<file path="src/rtl/cw_pkg.sv">
package cw_pkg;

	// register bus widths
	localparam int CW_ADDR_W = 6;
	localparam int CW_DATA_W = 8;
	localparam int CW_CNT_W  = 16;

	typedef logic [CW_ADDR_W-1:0] cw_addr_t;   // register address
	typedef logic [CW_DATA_W-1:0] cw_byte_t;   // one data byte
	typedef logic [CW_CNT_W-1:0]  cw_cnt_t;    // byte count or length

	// register map
	localparam cw_addr_t CW_TRIGSRC_ADDR = 6'd39;
	localparam cw_addr_t CW_TRIGMOD_ADDR = 6'd40;
	localparam cw_addr_t CW_IOROUTE_ADDR = 6'd55;

	localparam int CW_IOROUTE_BYTES = 8;                          // routing register length
	localparam int CW_BYTESEL_W     = $clog2(CW_IOROUTE_BYTES);   // bytecnt bits that pick a byte
	localparam int CW_NUM_GPIO      = 3;                          // GPIO1..GPIO3 are routed
	localparam int CW_USOC_PIN      = 2;                          // GPIO3 has the open collector mode

	typedef logic [CW_IOROUTE_BYTES*CW_DATA_W-1:0] cw_ioroute_t;  // all routing bytes

	// trigger source register
	// bits 5:0 enable front A, front B, IO1, IO2, IO3, IO4
	localparam int TRIGSRC_MASK_W   = 6;
	localparam int TRIGSRC_MODE_LSB = 6;
	localparam int TRIGSRC_MODE_W   = 2;

	localparam logic [TRIGSRC_MODE_W-1:0] COMBINE_OR  = 2'd0;
	localparam logic [TRIGSRC_MODE_W-1:0] COMBINE_AND = 2'd1;
	// modes 2 and 3 are reserved and give no trigger

	// trigger module register
	// bits 4:3 are kept for readback only
	localparam int TRIGMOD_SEL_W = 3;

	localparam logic [TRIGMOD_SEL_W-1:0] TRIGMOD_EDGE   = 3'd0;  // combined external trigger
	localparam logic [TRIGMOD_SEL_W-1:0] TRIGMOD_ADVIO  = 3'd1;  // advanced IO pattern
	localparam logic [TRIGMOD_SEL_W-1:0] TRIGMOD_ANAPAT = 3'd2;  // analog pattern match

	// bit positions inside each pin's routing byte
	localparam int ROUTE_TX      = 0;   // drive uart tx
	localparam int ROUTE_RX      = 1;   // pin feeds uart rx
	localparam int ROUTE_USIO    = 2;   // drive usi out
	localparam int ROUTE_USII    = 3;   // pin feeds usi in
	localparam int ROUTE_USOC    = 4;   // usi out as open collector
	localparam int ROUTE_LEVEL   = 6;   // static level when gpio enabled
	localparam int ROUTE_GPIO_EN = 7;   // static gpio drive enable

	// reset values
	localparam cw_byte_t TRIGSRC_RESET = 8'h01;   // front A alone, OR mode
	localparam cw_byte_t TRIGMOD_RESET = 8'h00;   // edge trigger

	// byte 0 puts TX on GPIO1, byte 1 puts RX on GPIO2
	localparam cw_ioroute_t IOROUTE_RESET = 64'h0000_0000_0000_0201;

	// byte 4 holds the glitch output bits which are stored only
	// bytes 5 to 7 are reserved

endpackage

</file>
<file path="src/rtl/cw_regfile.sv">
`timescale 1ns/1ps

module cw_regfile (
	input  logic               clk,
	input  logic               reset,
	input  cw_pkg::cw_addr_t   reg_address_i,     // register being accessed
	input  cw_pkg::cw_cnt_t    reg_bytecnt_i,     // byte index within a register
	input  cw_pkg::cw_byte_t   reg_datai_i,       // write data
	input  logic               reg_read_i,        // read strobe
	input  logic               reg_write_i,       // write strobe
	input  logic               reg_addrvalid_i,   // address qualifier for readback
	input  cw_pkg::cw_addr_t   reg_hypaddress_i,  // address for length lookup
	output cw_pkg::cw_byte_t   reg_datao_o,       // registered read data
	output cw_pkg::cw_cnt_t    reg_hyplen_o,      // length of reg_hypaddress_i
	output cw_pkg::cw_byte_t   trigsrc_o,
	output cw_pkg::cw_byte_t   trigmod_o,
	output cw_pkg::cw_ioroute_t ioroute_o
);
	import cw_pkg::*;

	cw_byte_t    trigsrc_q;    // input mask and combine mode
	cw_byte_t    trigmod_q;    // capture trigger source
	cw_ioroute_t ioroute_q;    // eight routing bytes
	cw_byte_t    rdata_q;      // byte captured on a read strobe
	logic        rvalid_q;     // read data qualifier

	logic [CW_BYTESEL_W-1:0] byte_sel;
	logic                    addr_known;

	// only the low bytecnt bits pick a routing byte
	assign byte_sel = reg_bytecnt_i[CW_BYTESEL_W-1:0];

	// one of our three registers is addressed
	always_comb begin
		case (reg_address_i)
			CW_TRIGSRC_ADDR,
			CW_TRIGMOD_ADDR,
			CW_IOROUTE_ADDR: addr_known = 1'b1;
			default:         addr_known = 1'b0;
		endcase
	end

	// configuration registers
	always_ff @(posedge clk) begin
		if (reset) begin
			trigsrc_q <= TRIGSRC_RESET;
			trigmod_q <= TRIGMOD_RESET;
			ioroute_q <= IOROUTE_RESET;
		end else if (reg_write_i) begin
			case (reg_address_i)
				CW_TRIGSRC_ADDR: trigsrc_q <= reg_datai_i;
				CW_TRIGMOD_ADDR: trigmod_q <= reg_datai_i;
				CW_IOROUTE_ADDR: ioroute_q[byte_sel*CW_DATA_W +: CW_DATA_W] <= reg_datai_i;
				default: ;  // writes elsewhere are dropped
			endcase
		end
	end

	// valid follows the address phase, independent of the read strobe
	always_ff @(posedge clk) begin
		if (reset) begin
			rvalid_q <= 1'b0;
		end else begin
			rvalid_q <= reg_addrvalid_i & addr_known;
		end
	end

	// read capture
	always_ff @(posedge clk) begin
		if (reg_read_i) begin
			case (reg_address_i)
				CW_TRIGSRC_ADDR: rdata_q <= trigsrc_q;
				CW_TRIGMOD_ADDR: rdata_q <= trigmod_q;
				CW_IOROUTE_ADDR: rdata_q <= ioroute_q[byte_sel*CW_DATA_W +: CW_DATA_W];
				default:         rdata_q <= '0;
			endcase
		end
	end

	assign reg_datao_o = rvalid_q ? rdata_q : '0;  // bus reads 0 unless qualified

	// register length lookup for the host
	always_comb begin
		case (reg_hypaddress_i)
			CW_TRIGSRC_ADDR: reg_hyplen_o = cw_cnt_t'(1);
			CW_TRIGMOD_ADDR: reg_hyplen_o = cw_cnt_t'(1);
			CW_IOROUTE_ADDR: reg_hyplen_o = cw_cnt_t'(CW_IOROUTE_BYTES);
			default:         reg_hyplen_o = '0;
		endcase
	end

	assign trigsrc_o = trigsrc_q;
	assign trigmod_o = trigmod_q;
	assign ioroute_o = ioroute_q;

	// host never reads and writes in the same cycle
	a_rd_wr_excl: assert property (
		@(posedge clk) disable iff (reset)
		!(reg_read_i && reg_write_i)
	);

	// a qualified address is fully driven
	a_addr_known: assert property (
		@(posedge clk) disable iff (reset)
		reg_addrvalid_i |-> !$isunknown(reg_address_i)
	);

endmodule

</file>
<file path="src/rtl/trig_combine.sv">
`timescale 1ns/1ps

module trig_combine (
	input  cw_pkg::cw_byte_t trigsrc_i,          // mask and combine mode
	input  cw_pkg::cw_byte_t trigmod_i,          // trigger module select
	input  logic             trig_fpa_i,         // front panel A
	input  logic             trig_fpb_i,         // front panel B
	input  logic             trig_io1_i,
	input  logic             trig_io2_i,
	input  logic             trig_io3_i,
	input  logic             trig_io4_i,
	input  logic             trig_advio_i,       // advanced IO pattern trigger
	input  logic             trig_anapattern_i,  // analog pattern trigger
	output logic             trigger_ext_o,      // combined external trigger
	output logic             trigger_o           // capture trigger
);
	import cw_pkg::*;

	logic [TRIGSRC_MASK_W-1:0] trig_vec;    // inputs in mask bit order
	logic [TRIGSRC_MASK_W-1:0] trig_mask;
	logic [TRIGSRC_MODE_W-1:0] comb_mode;
	logic [TRIGMOD_SEL_W-1:0]  mod_sel;
	logic                      trig_or;
	logic                      trig_and;

	assign trig_vec  = {trig_io4_i, trig_io3_i, trig_io2_i, trig_io1_i, trig_fpb_i, trig_fpa_i};
	assign trig_mask = trigsrc_i[TRIGSRC_MASK_W-1:0];
	assign comb_mode = trigsrc_i[TRIGSRC_MODE_LSB +: TRIGSRC_MODE_W];
	assign mod_sel   = trigmod_i[TRIGMOD_SEL_W-1:0];

	assign trig_or  = |(trig_vec & trig_mask);   // empty mask gives 0
	assign trig_and = &(trig_vec | ~trig_mask);  // disabled inputs count as high

	always_comb begin
		case (comb_mode)
			COMBINE_OR:  trigger_ext_o = trig_or;
			COMBINE_AND: trigger_ext_o = trig_and;
			default:     trigger_ext_o = 1'b0;  // reserved modes
		endcase
	end

	// capture trigger source
	always_comb begin
		case (mod_sel)
			TRIGMOD_EDGE:   trigger_o = trigger_ext_o;
			TRIGMOD_ADVIO:  trigger_o = trig_advio_i;
			TRIGMOD_ANAPAT: trigger_o = trig_anapattern_i;
			default:        trigger_o = 1'b0;
		endcase
	end

	// X on the capture trigger only comes from the selected source
	a_trig_known: assert final (
		$isunknown(mod_sel) ||
		(mod_sel == TRIGMOD_EDGE && $isunknown({trigsrc_i, trig_vec})) ||
		(mod_sel == TRIGMOD_ADVIO && $isunknown(trig_advio_i)) ||
		(mod_sel == TRIGMOD_ANAPAT && $isunknown(trig_anapattern_i)) ||
		!$isunknown(trigger_o)
	);

endmodule

</file>
<file path="src/rtl/target_io_route.sv">
`timescale 1ns/1ps

module target_io_route (
	input  cw_pkg::cw_ioroute_t            ioroute_i,   // routing bytes from the regfile
	input  logic                           uart_tx_i,   // uart tx toward the target
	input  logic                           usi_out_i,   // usi data toward the target
	input  logic [cw_pkg::CW_NUM_GPIO-1:0] gpio_i,      // pin input levels
	output logic [cw_pkg::CW_NUM_GPIO-1:0] gpio_o,      // pin drive levels
	output logic [cw_pkg::CW_NUM_GPIO-1:0] gpio_oe_o,   // pin drive enables
	output logic                           uart_rx_o,   // uart rx from the target
	output logic                           usi_in_o     // usi data from the target
);
	import cw_pkg::*;

	// one routing byte per routed pin, byte 0 is GPIO1
	logic [CW_NUM_GPIO-1:0][CW_DATA_W-1:0] pin_route;

	assign pin_route = ioroute_i[CW_NUM_GPIO*CW_DATA_W-1:0];

	// output drive, first matching bit wins
	always_comb begin
		gpio_o    = '0;
		gpio_oe_o = '0;
		for (int i = 0; i < CW_NUM_GPIO; i++) begin
			if (pin_route[i][ROUTE_TX]) begin
				gpio_oe_o[i] = 1'b1;
				gpio_o[i]    = uart_tx_i;
			end else if (pin_route[i][ROUTE_USIO]) begin
				gpio_oe_o[i] = 1'b1;
				gpio_o[i]    = usi_out_i;
			end else if (i == CW_USOC_PIN && pin_route[i][ROUTE_USOC]) begin
				// open collector, pull low on a 0 and float on a 1
				gpio_oe_o[i] = ~usi_out_i;
				gpio_o[i]    = 1'b0;
			end else if (pin_route[i][ROUTE_GPIO_EN]) begin
				gpio_oe_o[i] = 1'b1;
				gpio_o[i]    = pin_route[i][ROUTE_LEVEL];  // static level
			end
		end
	end

	// input select, walk down so the lowest pin wins
	always_comb begin
		uart_rx_o = 1'b1;  // idle high when no pin selected
		usi_in_o  = 1'b1;
		for (int i = CW_NUM_GPIO - 1; i >= 0; i--) begin
			if (pin_route[i][ROUTE_RX]) begin
				uart_rx_o = gpio_i[i];
			end
			if (pin_route[i][ROUTE_USII]) begin
				usi_in_o = gpio_i[i];
			end
		end
	end

	// enables settle once routing and usi out are driven
	a_oe_known: assert final (
		$isunknown({ioroute_i, usi_out_i}) || !$isunknown(gpio_oe_o)
	);

endmodule

</file>
<file path="src/rtl/cw_route_top.sv">
`timescale 1ns/1ps

module cw_route_top (
	input  logic                           clk,
	input  logic                           reset,
	// register bus
	input  cw_pkg::cw_addr_t               reg_address_i,
	input  cw_pkg::cw_cnt_t                reg_bytecnt_i,
	input  cw_pkg::cw_byte_t               reg_datai_i,
	input  logic                           reg_read_i,
	input  logic                           reg_write_i,
	input  logic                           reg_addrvalid_i,
	input  cw_pkg::cw_addr_t               reg_hypaddress_i,
	output cw_pkg::cw_byte_t               reg_datao_o,
	output cw_pkg::cw_cnt_t                reg_hyplen_o,
	// trigger pins
	input  logic                           trig_fpa_i,
	input  logic                           trig_fpb_i,
	input  logic                           trig_io1_i,
	input  logic                           trig_io2_i,
	input  logic                           trig_io3_i,
	input  logic                           trig_io4_i,
	input  logic                           trig_advio_i,
	input  logic                           trig_anapattern_i,
	output logic                           trigger_ext_o,
	output logic                           trigger_o,
	// target serial lines and GPIO
	input  logic                           uart_tx_i,
	input  logic                           usi_out_i,
	input  logic [cw_pkg::CW_NUM_GPIO-1:0] gpio_i,
	output logic [cw_pkg::CW_NUM_GPIO-1:0] gpio_o,
	output logic [cw_pkg::CW_NUM_GPIO-1:0] gpio_oe_o,
	output logic                           uart_rx_o,
	output logic                           usi_in_o
);
	import cw_pkg::*;

	cw_byte_t    trigsrc;   // trigger source register
	cw_byte_t    trigmod;   // trigger module register
	cw_ioroute_t ioroute;   // gpio routing register

	cw_regfile u_cw_regfile (
		.clk              (clk),
		.reset            (reset),
		.reg_address_i    (reg_address_i),
		.reg_bytecnt_i    (reg_bytecnt_i),
		.reg_datai_i      (reg_datai_i),
		.reg_read_i       (reg_read_i),
		.reg_write_i      (reg_write_i),
		.reg_addrvalid_i  (reg_addrvalid_i),
		.reg_hypaddress_i (reg_hypaddress_i),
		.reg_datao_o      (reg_datao_o),
		.reg_hyplen_o     (reg_hyplen_o),
		.trigsrc_o        (trigsrc),
		.trigmod_o        (trigmod),
		.ioroute_o        (ioroute)
	);

	trig_combine u_trig_combine (
		.trigsrc_i         (trigsrc),
		.trigmod_i         (trigmod),
		.trig_fpa_i        (trig_fpa_i),
		.trig_fpb_i        (trig_fpb_i),
		.trig_io1_i        (trig_io1_i),
		.trig_io2_i        (trig_io2_i),
		.trig_io3_i        (trig_io3_i),
		.trig_io4_i        (trig_io4_i),
		.trig_advio_i      (trig_advio_i),
		.trig_anapattern_i (trig_anapattern_i),
		.trigger_ext_o     (trigger_ext_o),
		.trigger_o         (trigger_o)
	);

	target_io_route u_target_io_route (
		.ioroute_i (ioroute),
		.uart_tx_i (uart_tx_i),
		.usi_out_i (usi_out_i),
		.gpio_i    (gpio_i),
		.gpio_o    (gpio_o),
		.gpio_oe_o (gpio_oe_o),
		.uart_rx_o (uart_rx_o),
		.usi_in_o  (usi_in_o)
	);

endmodule

</file>
<file path="config.mk">
export PLATFORM = sky130hd
export DESIGN_NAME = cw_route_top
export DESIGN_NICKNAME = d
export VERILOG_FILES = /design/src/rtl/cw_pkg.sv /design/src/rtl/cw_regfile.sv /design/src/rtl/trig_combine.sv /design/src/rtl/target_io_route.sv /design/src/rtl/cw_route_top.sv
export SDC_FILE = /design/constraint.sdc
export NUM_CORES = 1
export LEC_CHECK = 0
export BUFFER_PORTS_ARGS = -buffer_cell sky130_fd_sc_hd__buf_4
export CORE_UTILIZATION = 55
export CTS_CLUSTER_DIAMETER = 120
export DETAILED_ROUTE_END_ITERATION = 8
export PLACE_DENSITY = 0.89
export SYNTH_ARGS = -nofsm -noshare
export SYNTH_HDL_FRONTEND = slang
export SYNTH_SLANG_ARGS = --single-unit
</file>
<file path="constraint.sdc">
create_clock -name clk -period 2.8 [get_ports clk]
set_clock_uncertainty 0.15 [all_clocks]
set_input_delay 0.56 -clock clk [delete_from_list [all_inputs] [get_ports clk]]
set_output_delay 0.56 -clock clk [all_outputs]
set_load 0.01 [all_outputs]
</file>
# Word level (Yosys, flattened, before mapping)
# Index checks and enable logic that the tools add are counted.
[op_classes] reduce_logical=9 shifts=3 n_eq_ne=9 add_sub_neg=1 bitwise_logic=5 mux=33
[op_table] cell="64-bit bitwise mux" count=1
[op_table] cell="8-bit by 34-bit variable shift with 64-bit output (first input constant)" count=1
[op_table] cell="64-bit by 7-bit variable part select with 8-bit output" count=1
[op_table] cell="8-bit by 34-bit variable part select with 64-bit output" count=1
[op_table] cell="6-bit equality test (second input constant)" count=6
[op_table] cell="6-bit negator with 34-bit output" count=1
[op_table] cell="1-bit 2-to-1 mux" count=27
[op_table] cell="8-bit case mux with 3 select lines" count=1
[op_table] cell="8-bit 2-to-1 mux" count=1
[op_table] cell="4-bit case mux with 2 select lines" count=1
[op_table] cell="6-bit AND" count=1
[op_table] cell="6-bit NOT" count=1
[op_table] cell="6-bit bitwise OR" count=1
[op_table] cell="2-bit AND reduction" count=3
[op_table] cell="6-bit AND reduction" count=1
[op_table] cell="6-bit OR reduction" count=1
[op_table] cell="3-bit by 1-bit equality test with 1-bit output (second input constant)" count=1
[op_table] cell="3-bit by 2-bit equality test with 1-bit output (second input constant)" count=1
[op_table] cell="3-bit logical NOT" count=1
[op_table] cell="1-bit case mux with 3 select lines" count=1
[op_table] cell="3-bit OR reduction" count=1
[op_table] cell="2-bit by 1-bit equality test with 1-bit output (second input constant)" count=1
[op_table] cell="2-bit logical NOT" count=1
[op_table] cell="1-bit case mux with 2 select lines" count=1
[op_table] cell="3 further kinds" count=3
[totals] reg_bits=89 input_bits=54 wordCells=65

# Depth between registers and ports, before layout
[logic_depth] depth_word=5 mapped_depth=9

# Modules after synthesis
# A second synthesis with hierarchy kept.
[hier_totals] hier_cells=505 area_unflattened_um2=4675.7
[by_module_without_submodules] mod="cw_regfile" area_per_inst_um2=4393.0 cells_per_inst=459 n_inst=1 seq_area_each_um2=1861.8
[by_module_without_submodules] mod="target_io_route" area_per_inst_um2=157.7 cells_per_inst=25 n_inst=1 seq_area_each_um2=0.0
[by_module_without_submodules] mod="trig_combine" area_per_inst_um2=125.1 cells_per_inst=21 n_inst=1 seq_area_each_um2=0.0

# Least setup slack after synthesis
# Ideal clock, no wire load.
[synth_timing] path_kind="input-to-reg" startpoint="input port reg_bytecnt_i[1]" endpoint="register u_cw_regfile.ioroute_q[30], in the netlist u_cw_regfile.ioroute_o[30]" cell_stages=9 setup_slack_ns=0.183 path_buffers=2 setup_time_ns=0.126 arrival_time_ns=2.341 required_ns=2.524 cell_sequence="clkbuf_1 > inv_1 > ha_1 > ha_1 > o311a_1 > nand4_1 > clkbuf_1 > nand3b_1 > o21ai_1"
[synth_via] elab_chain_len=3 word_cells_on_any_way=4 classes_between="add/sub (1); shift (2); mux (1)"
[synth_lines] item="start: declaration" line="cw_route_top.sv:8" rtl="input cw_pkg::cw_cnt_t reg_bytecnt_i,"
[synth_lines] item="6-bit negator with 34-bit output (*)" line="cw_regfile.sv:53" rtl="CW_IOROUTE_ADDR: ioroute_q[byte_sel*CW_DATA_W +: CW_DATA_W] <= reg_datai_i;"
[synth_lines] item="8-bit by 34-bit variable part select with 64-bit output / 8-bit by 34-bit variable shift with 64-bit output (equally long branches)" line="cw_regfile.sv:53"
[synth_lines] item="64-bit bitwise mux (*)" line="cw_regfile.sv:53"
[synth_lines] item="end signal: indexed assignment" line="cw_regfile.sv:53"
[synth_lines] item="end: declaration" line="cw_regfile.sv:23" rtl="cw_ioroute_t ioroute_q;"
# Mark *: on every way between the ends. The rest lies on a longest branch, timed or not.
# A chain may end at the register's enable or synchronous reset.

# Worst setup path in the final report
[layout_timing] startpoint="register u_cw_regfile.trigsrc_q[3], in the netlist u_cw_regfile.trigsrc_o[3]" endpoint="output port trigger_o"
[layout_via] elab_chain_len=5 word_cells_on_any_way=7 classes_between="mux (2); bitwise (3); reduce/logical (2)"
[layout_lines] item="start: declaration" line="cw_regfile.sv:21" rtl="cw_byte_t trigsrc_q;"
[layout_lines] item="start signal: assignment" line="cw_regfile.sv:51" rtl="CW_TRIGSRC_ADDR: trigsrc_q <= reg_datai_i;"
[layout_lines] item="6-bit NOT" line="trig_combine.sv:32" rtl="assign trig_and = &(trig_vec | ~trig_mask);"
[layout_lines] item="6-bit bitwise OR" line="trig_combine.sv:32"
[layout_lines] item="6-bit AND reduction" line="trig_combine.sv:32"
[layout_lines] item="1-bit case mux with 2 select lines (*)" line="trig_combine.sv:35" rtl="case (comb_mode)"
[layout_lines] item="1-bit case mux with 3 select lines (*)" line="trig_combine.sv:44" rtl="case (mod_sel)"
[layout_lines] item="end: declaration" line="cw_route_top.sv:26" rtl="output logic trigger_o,"
# Marked as above.

==> implementation parameters <==
Parameter                              Value

Worst setup path
  CP Class    reg -> out
  Data required time of the critical path    2.09 ns
  Slowest cell on the critical path    sky130_fd_sc_hd__dfxtp_1
  Critical Path Max Stage Delay    between 0.4 and 0.5 ns
  Critical-path maximum fanout    4
  Critical path data arrival time    1.71 ns
  Worst setup SP type    flip-flop
  Crit path cell chain    a22oi_1, and3_1, or3_1, o22ai_1, buf_4
  Crit end category    output port
  Depth of the most critical reg-to-reg path    3

STA
  Hold violation total from the final report    0
  Total negative setup slack    0 ns
  Final cycle utilization of the critical path    0.865
  Setup repair after global routing missed its margin    no
  Timing-limited maximum frequency    a little over 400 MHz
  Total of endpoints with negative setup slack in the final report    0
  Final number of max-transition violations    0
  Worst Max-Slew Pin Slew    between 0.6 and 0.7 ns
  Headroom to the max-slew limit    0.533
  Final min period    2.42 ns

Synth
  Cells after synthesis    481
  Synth Warn #    0
  Avg Inst Size Synth    9.67 um2
  Synth Flop Type    sky130_fd_sc_hd__dfxtp_1
  Largest cells by area after synthesis    sky130_fd_sc_hd__dfxtp_1 35%, sky130_fd_sc_hd__mux2i_1 9.5%, sky130_fd_sc_hd__mux4_2 7.7%, sky130_fd_sc_hd__edfxtp_1 5.2%, sky130_fd_sc_hd__nand2_1 4.1%
  Top-count cell post-synth    sky130_fd_sc_hd__dfxtp_1
  Largest area contributor in the netlist    sky130_fd_sc_hd__dfxtp_1
  Post-synth top area share    0.348
  Synth Cell Area    about 0.0047 mm2
  Flip-flop and latch count after synthesis    between 80 and 90
  Proportion of synthesized flip-flops having asynchronous set or reset    0
  Synth top cells by count    81 x sky130_fd_sc_hd__dfxtp_1, 51 x sky130_fd_sc_hd__nand2_1, 44 x sky130_fd_sc_hd__mux2i_1
  Number of enable flip-flop cells after synthesis    8
  Fraction of the yosys area taken by sequential cells    0.400
  Unique cell type count in the Yosys netlist    48

Power
  Sequential fraction of design power    0.524
  Internal power    approximately 1900 uW
  Fraction of power consumed by the clock network    0.382
  Net load switching power    604 uW
  Worst vdd rail ir drop    roughly 280 uV
  Share of total power in combinational logic    0.094
  Areal power density over the cells    about 450 mW/mm2
  Pleak    approximately 0.0022 uW
  Switching portion of total power    0.245

Clock tree
  H-tree depth    3
  Post-CTS setup buffers    0
  Clock latency at the later pin of the worst-skew pair    0.37 ns
  Bufs on Longest Clock Path    2
  CTS buffer count    9
  TritonCTS clock tree    built
  Gates resized, CTS repair    0
  Number of buffers inserted for hold repair after clock tree synthesis    0
  Clock Pin Slew Worst Setup and Hold Paths    approximately 0.09 ns
  Clock sink count    89
  Clock tree root buffer cell    sky130_fd_sc_hd__clkbuf_8

Die
  Core outline area    between 0.008 and 0.009 mm2
  Std cell rows    33
  Overall die area    between 0.008 and 0.009 mm2
  Die boundary height    approximately 94 um
  Initial cell density of the core    0.566
  Number of ports placed on the die boundary    between 80 and 90
  Horiz. Die Dim    94.0 um

Layout
  Post-layout net count    604
  Count of filler cells inserted in the layout    between 600 and 700
  Filler-free cell count of the finished design    655
  Antenna diode count    0
  Share of cells above drive strength 1    0.218
  Area growth, synth to finish    16.5%

Worst hold path
  Class of the most critical hold timing path    in -> reg
  Hold-critical path depth    3

Routing
  Post-detailed-route via-to-cell ratio    6.14
  Initial DRC count    403
  WL per Instance    between 15 and 20 um
  Drt drc    0
  Antenna-violating nets left    0
  Vias after detailed routing    roughly 4,000
  Number of iterations in the first detailed-routing pass    7
  Detailed Route WL    about 12,000 um

Placement
  Cell count after placement    about 640
  Post-DP HPWL    between 8000 and 9000 um
  Count of port buffers added during placement    60
  Final RePlAce weighted congestion    a little over 0.9

GRT
  Global-route wire length before repair    about 19,000 um
  Overall overflow remaining after global route    0
  Pin count of the biggest net entering global routing    slightly below 80
  Vias in the first global route    3,895
  Number of antenna violations at the first check in global routing    0
  Global-route usage over all layers    0.294

Outcome
  Run status    complete, no violations

Job
  Max-cap violations    0
worst paths after layout:
path                                                 start                         end  slack, ns
worst min-delay path                        reg_datai_i[3]   u_cw_regfile.trigmod_o[3]       0.31
worst max-delay path             u_cw_regfile.trigsrc_o[3]                   trigger_o       0.38
worst min register to register  u_cw_regfile.ioroute_o[42]  u_cw_regfile.ioroute_o[42]       0.33
worst max register to register  u_cw_regfile.ioroute_o[18]     u_cw_regfile.rdata_q[2]       0.97
flip-flops by register name, indices dropped and copies added, names as in the netlist:
| register | flops |
|---|---|
| u_cw_regfile.trigmod_o | 8 |
| u_cw_regfile.rdata_q | 8 |
| u_cw_regfile.ioroute_o | 64 |
| u_cw_regfile.rvalid_q | 1 |
| u_cw_regfile.trigsrc_o | 8 |
per-stage QoR:
step	total power, uW	instance area (um2)	worst slack (ns)	utilization	hold slack (ns)
2_1_floorplan	1450	4700	0.183	-	0.295
6_report	2460	5420	0.378	0.660	0.308
3_5_place_dp	1550	5210	0.231	0.634	0.316
4_1_cts	2470	5420	0.390	0.660	0.291
3_3_place_gp	1540	5210	0.304	0.634	0.306
5_1_grt	2530	5420	0.302	0.660	0.306
power by group through the flow:
| stage | logic, uW | registers [uW] | clock network [uW] |
|---|---|---|---|
| 3_5_place_dp | 226 | 1320 | 0 |
| 4_1_cts | 227 | 1290 | 958 |
| 3_3_place_gp | 219 | 1320 | 0 |
| 2_1_floorplan | 136 | 1320 | 0 |
| 5_1_grt | 248 | 1290 | 996 |
| 6_report | 232 | 1290 | 939 |
cell type report:
type | count | area (um2) | share of cell area
Clock inverter | 5 | 60.1 | 0.0111
Clock buffer | 11 | 153 | 0.0282
Tap cell | 105 | 131 | 0.0242
Timing Repair Buffer | 78 | 598 | 0.110
Multi-Input combinational cell | 356 | 2580 | 0.475
Sequential cell | 89 | 1860 | 0.343
Inverter | 11 | 41.3 | 0.00762
cells in the final DEF, fill, tap and decap left out, types with 8 or more instances in the layout:
| cell type | instances |
|---|---|
| sky130_fd_sc_hd__and2_1 | 8 |
| sky130_fd_sc_hd__edfxtp_1 | 8 |
| sky130_fd_sc_hd__dfxtp_1 | 81 |
| sky130_fd_sc_hd__conb_1 | 14 |
| sky130_fd_sc_hd__a21oi_1 | 17 |
| sky130_fd_sc_hd__nor2_1 | 28 |
| sky130_fd_sc_hd__nand3b_1 | 20 |
| sky130_fd_sc_hd__nand3_1 | 11 |
| sky130_fd_sc_hd__buf_4 | 77 |
| sky130_fd_sc_hd__inv_1 | 10 |
| sky130_fd_sc_hd__nor2b_1 | 16 |
| sky130_fd_sc_hd__o21ai_0 | 15 |
| sky130_fd_sc_hd__mux2i_1 | 44 |
| sky130_fd_sc_hd__o21ai_1 | 12 |
| sky130_fd_sc_hd__nand2_1 | 51 |
| sky130_fd_sc_hd__a222oi_1 | 9 |
| sky130_fd_sc_hd__clkbuf_8 | 9 |
| sky130_fd_sc_hd__mux4_2 | 16 |
| sky130_fd_sc_hd__nand2b_1 | 30 |
critical path: cells and delay by family (launching register included):
family	cells	cell delay, ns
simple gates	2	0.54
compound gates	2	0.24
flops	1	0.42
buf+inv	1	0.14
routing by layer:
metal / global-route usage / share of wire / vias to the layer above
met2: 0.470 / 0.47 / 242
met3: 0.0566 / 0.090 / 53
li1: - / - / 1837
met5: 0 / 0 / -
met4: 0.200 / 0.054 / 0
met1: 0.356 / 0.39 / 1888
cells by family (layout without fill, tap and decap cells):
kind of cell    count (synthesis)  in the layout  synth area share
other cells                     1             14          0.000806
compound gates                 67             67            0.0906
buf+inv                        49            105            0.0567
flops                          89             89             0.400
mux                            68             68             0.191
simple gates                  202            202             0.247
fa+ha+maj                       5              5            0.0134
No activity file was read; power rests on OpenSTA's default activity.
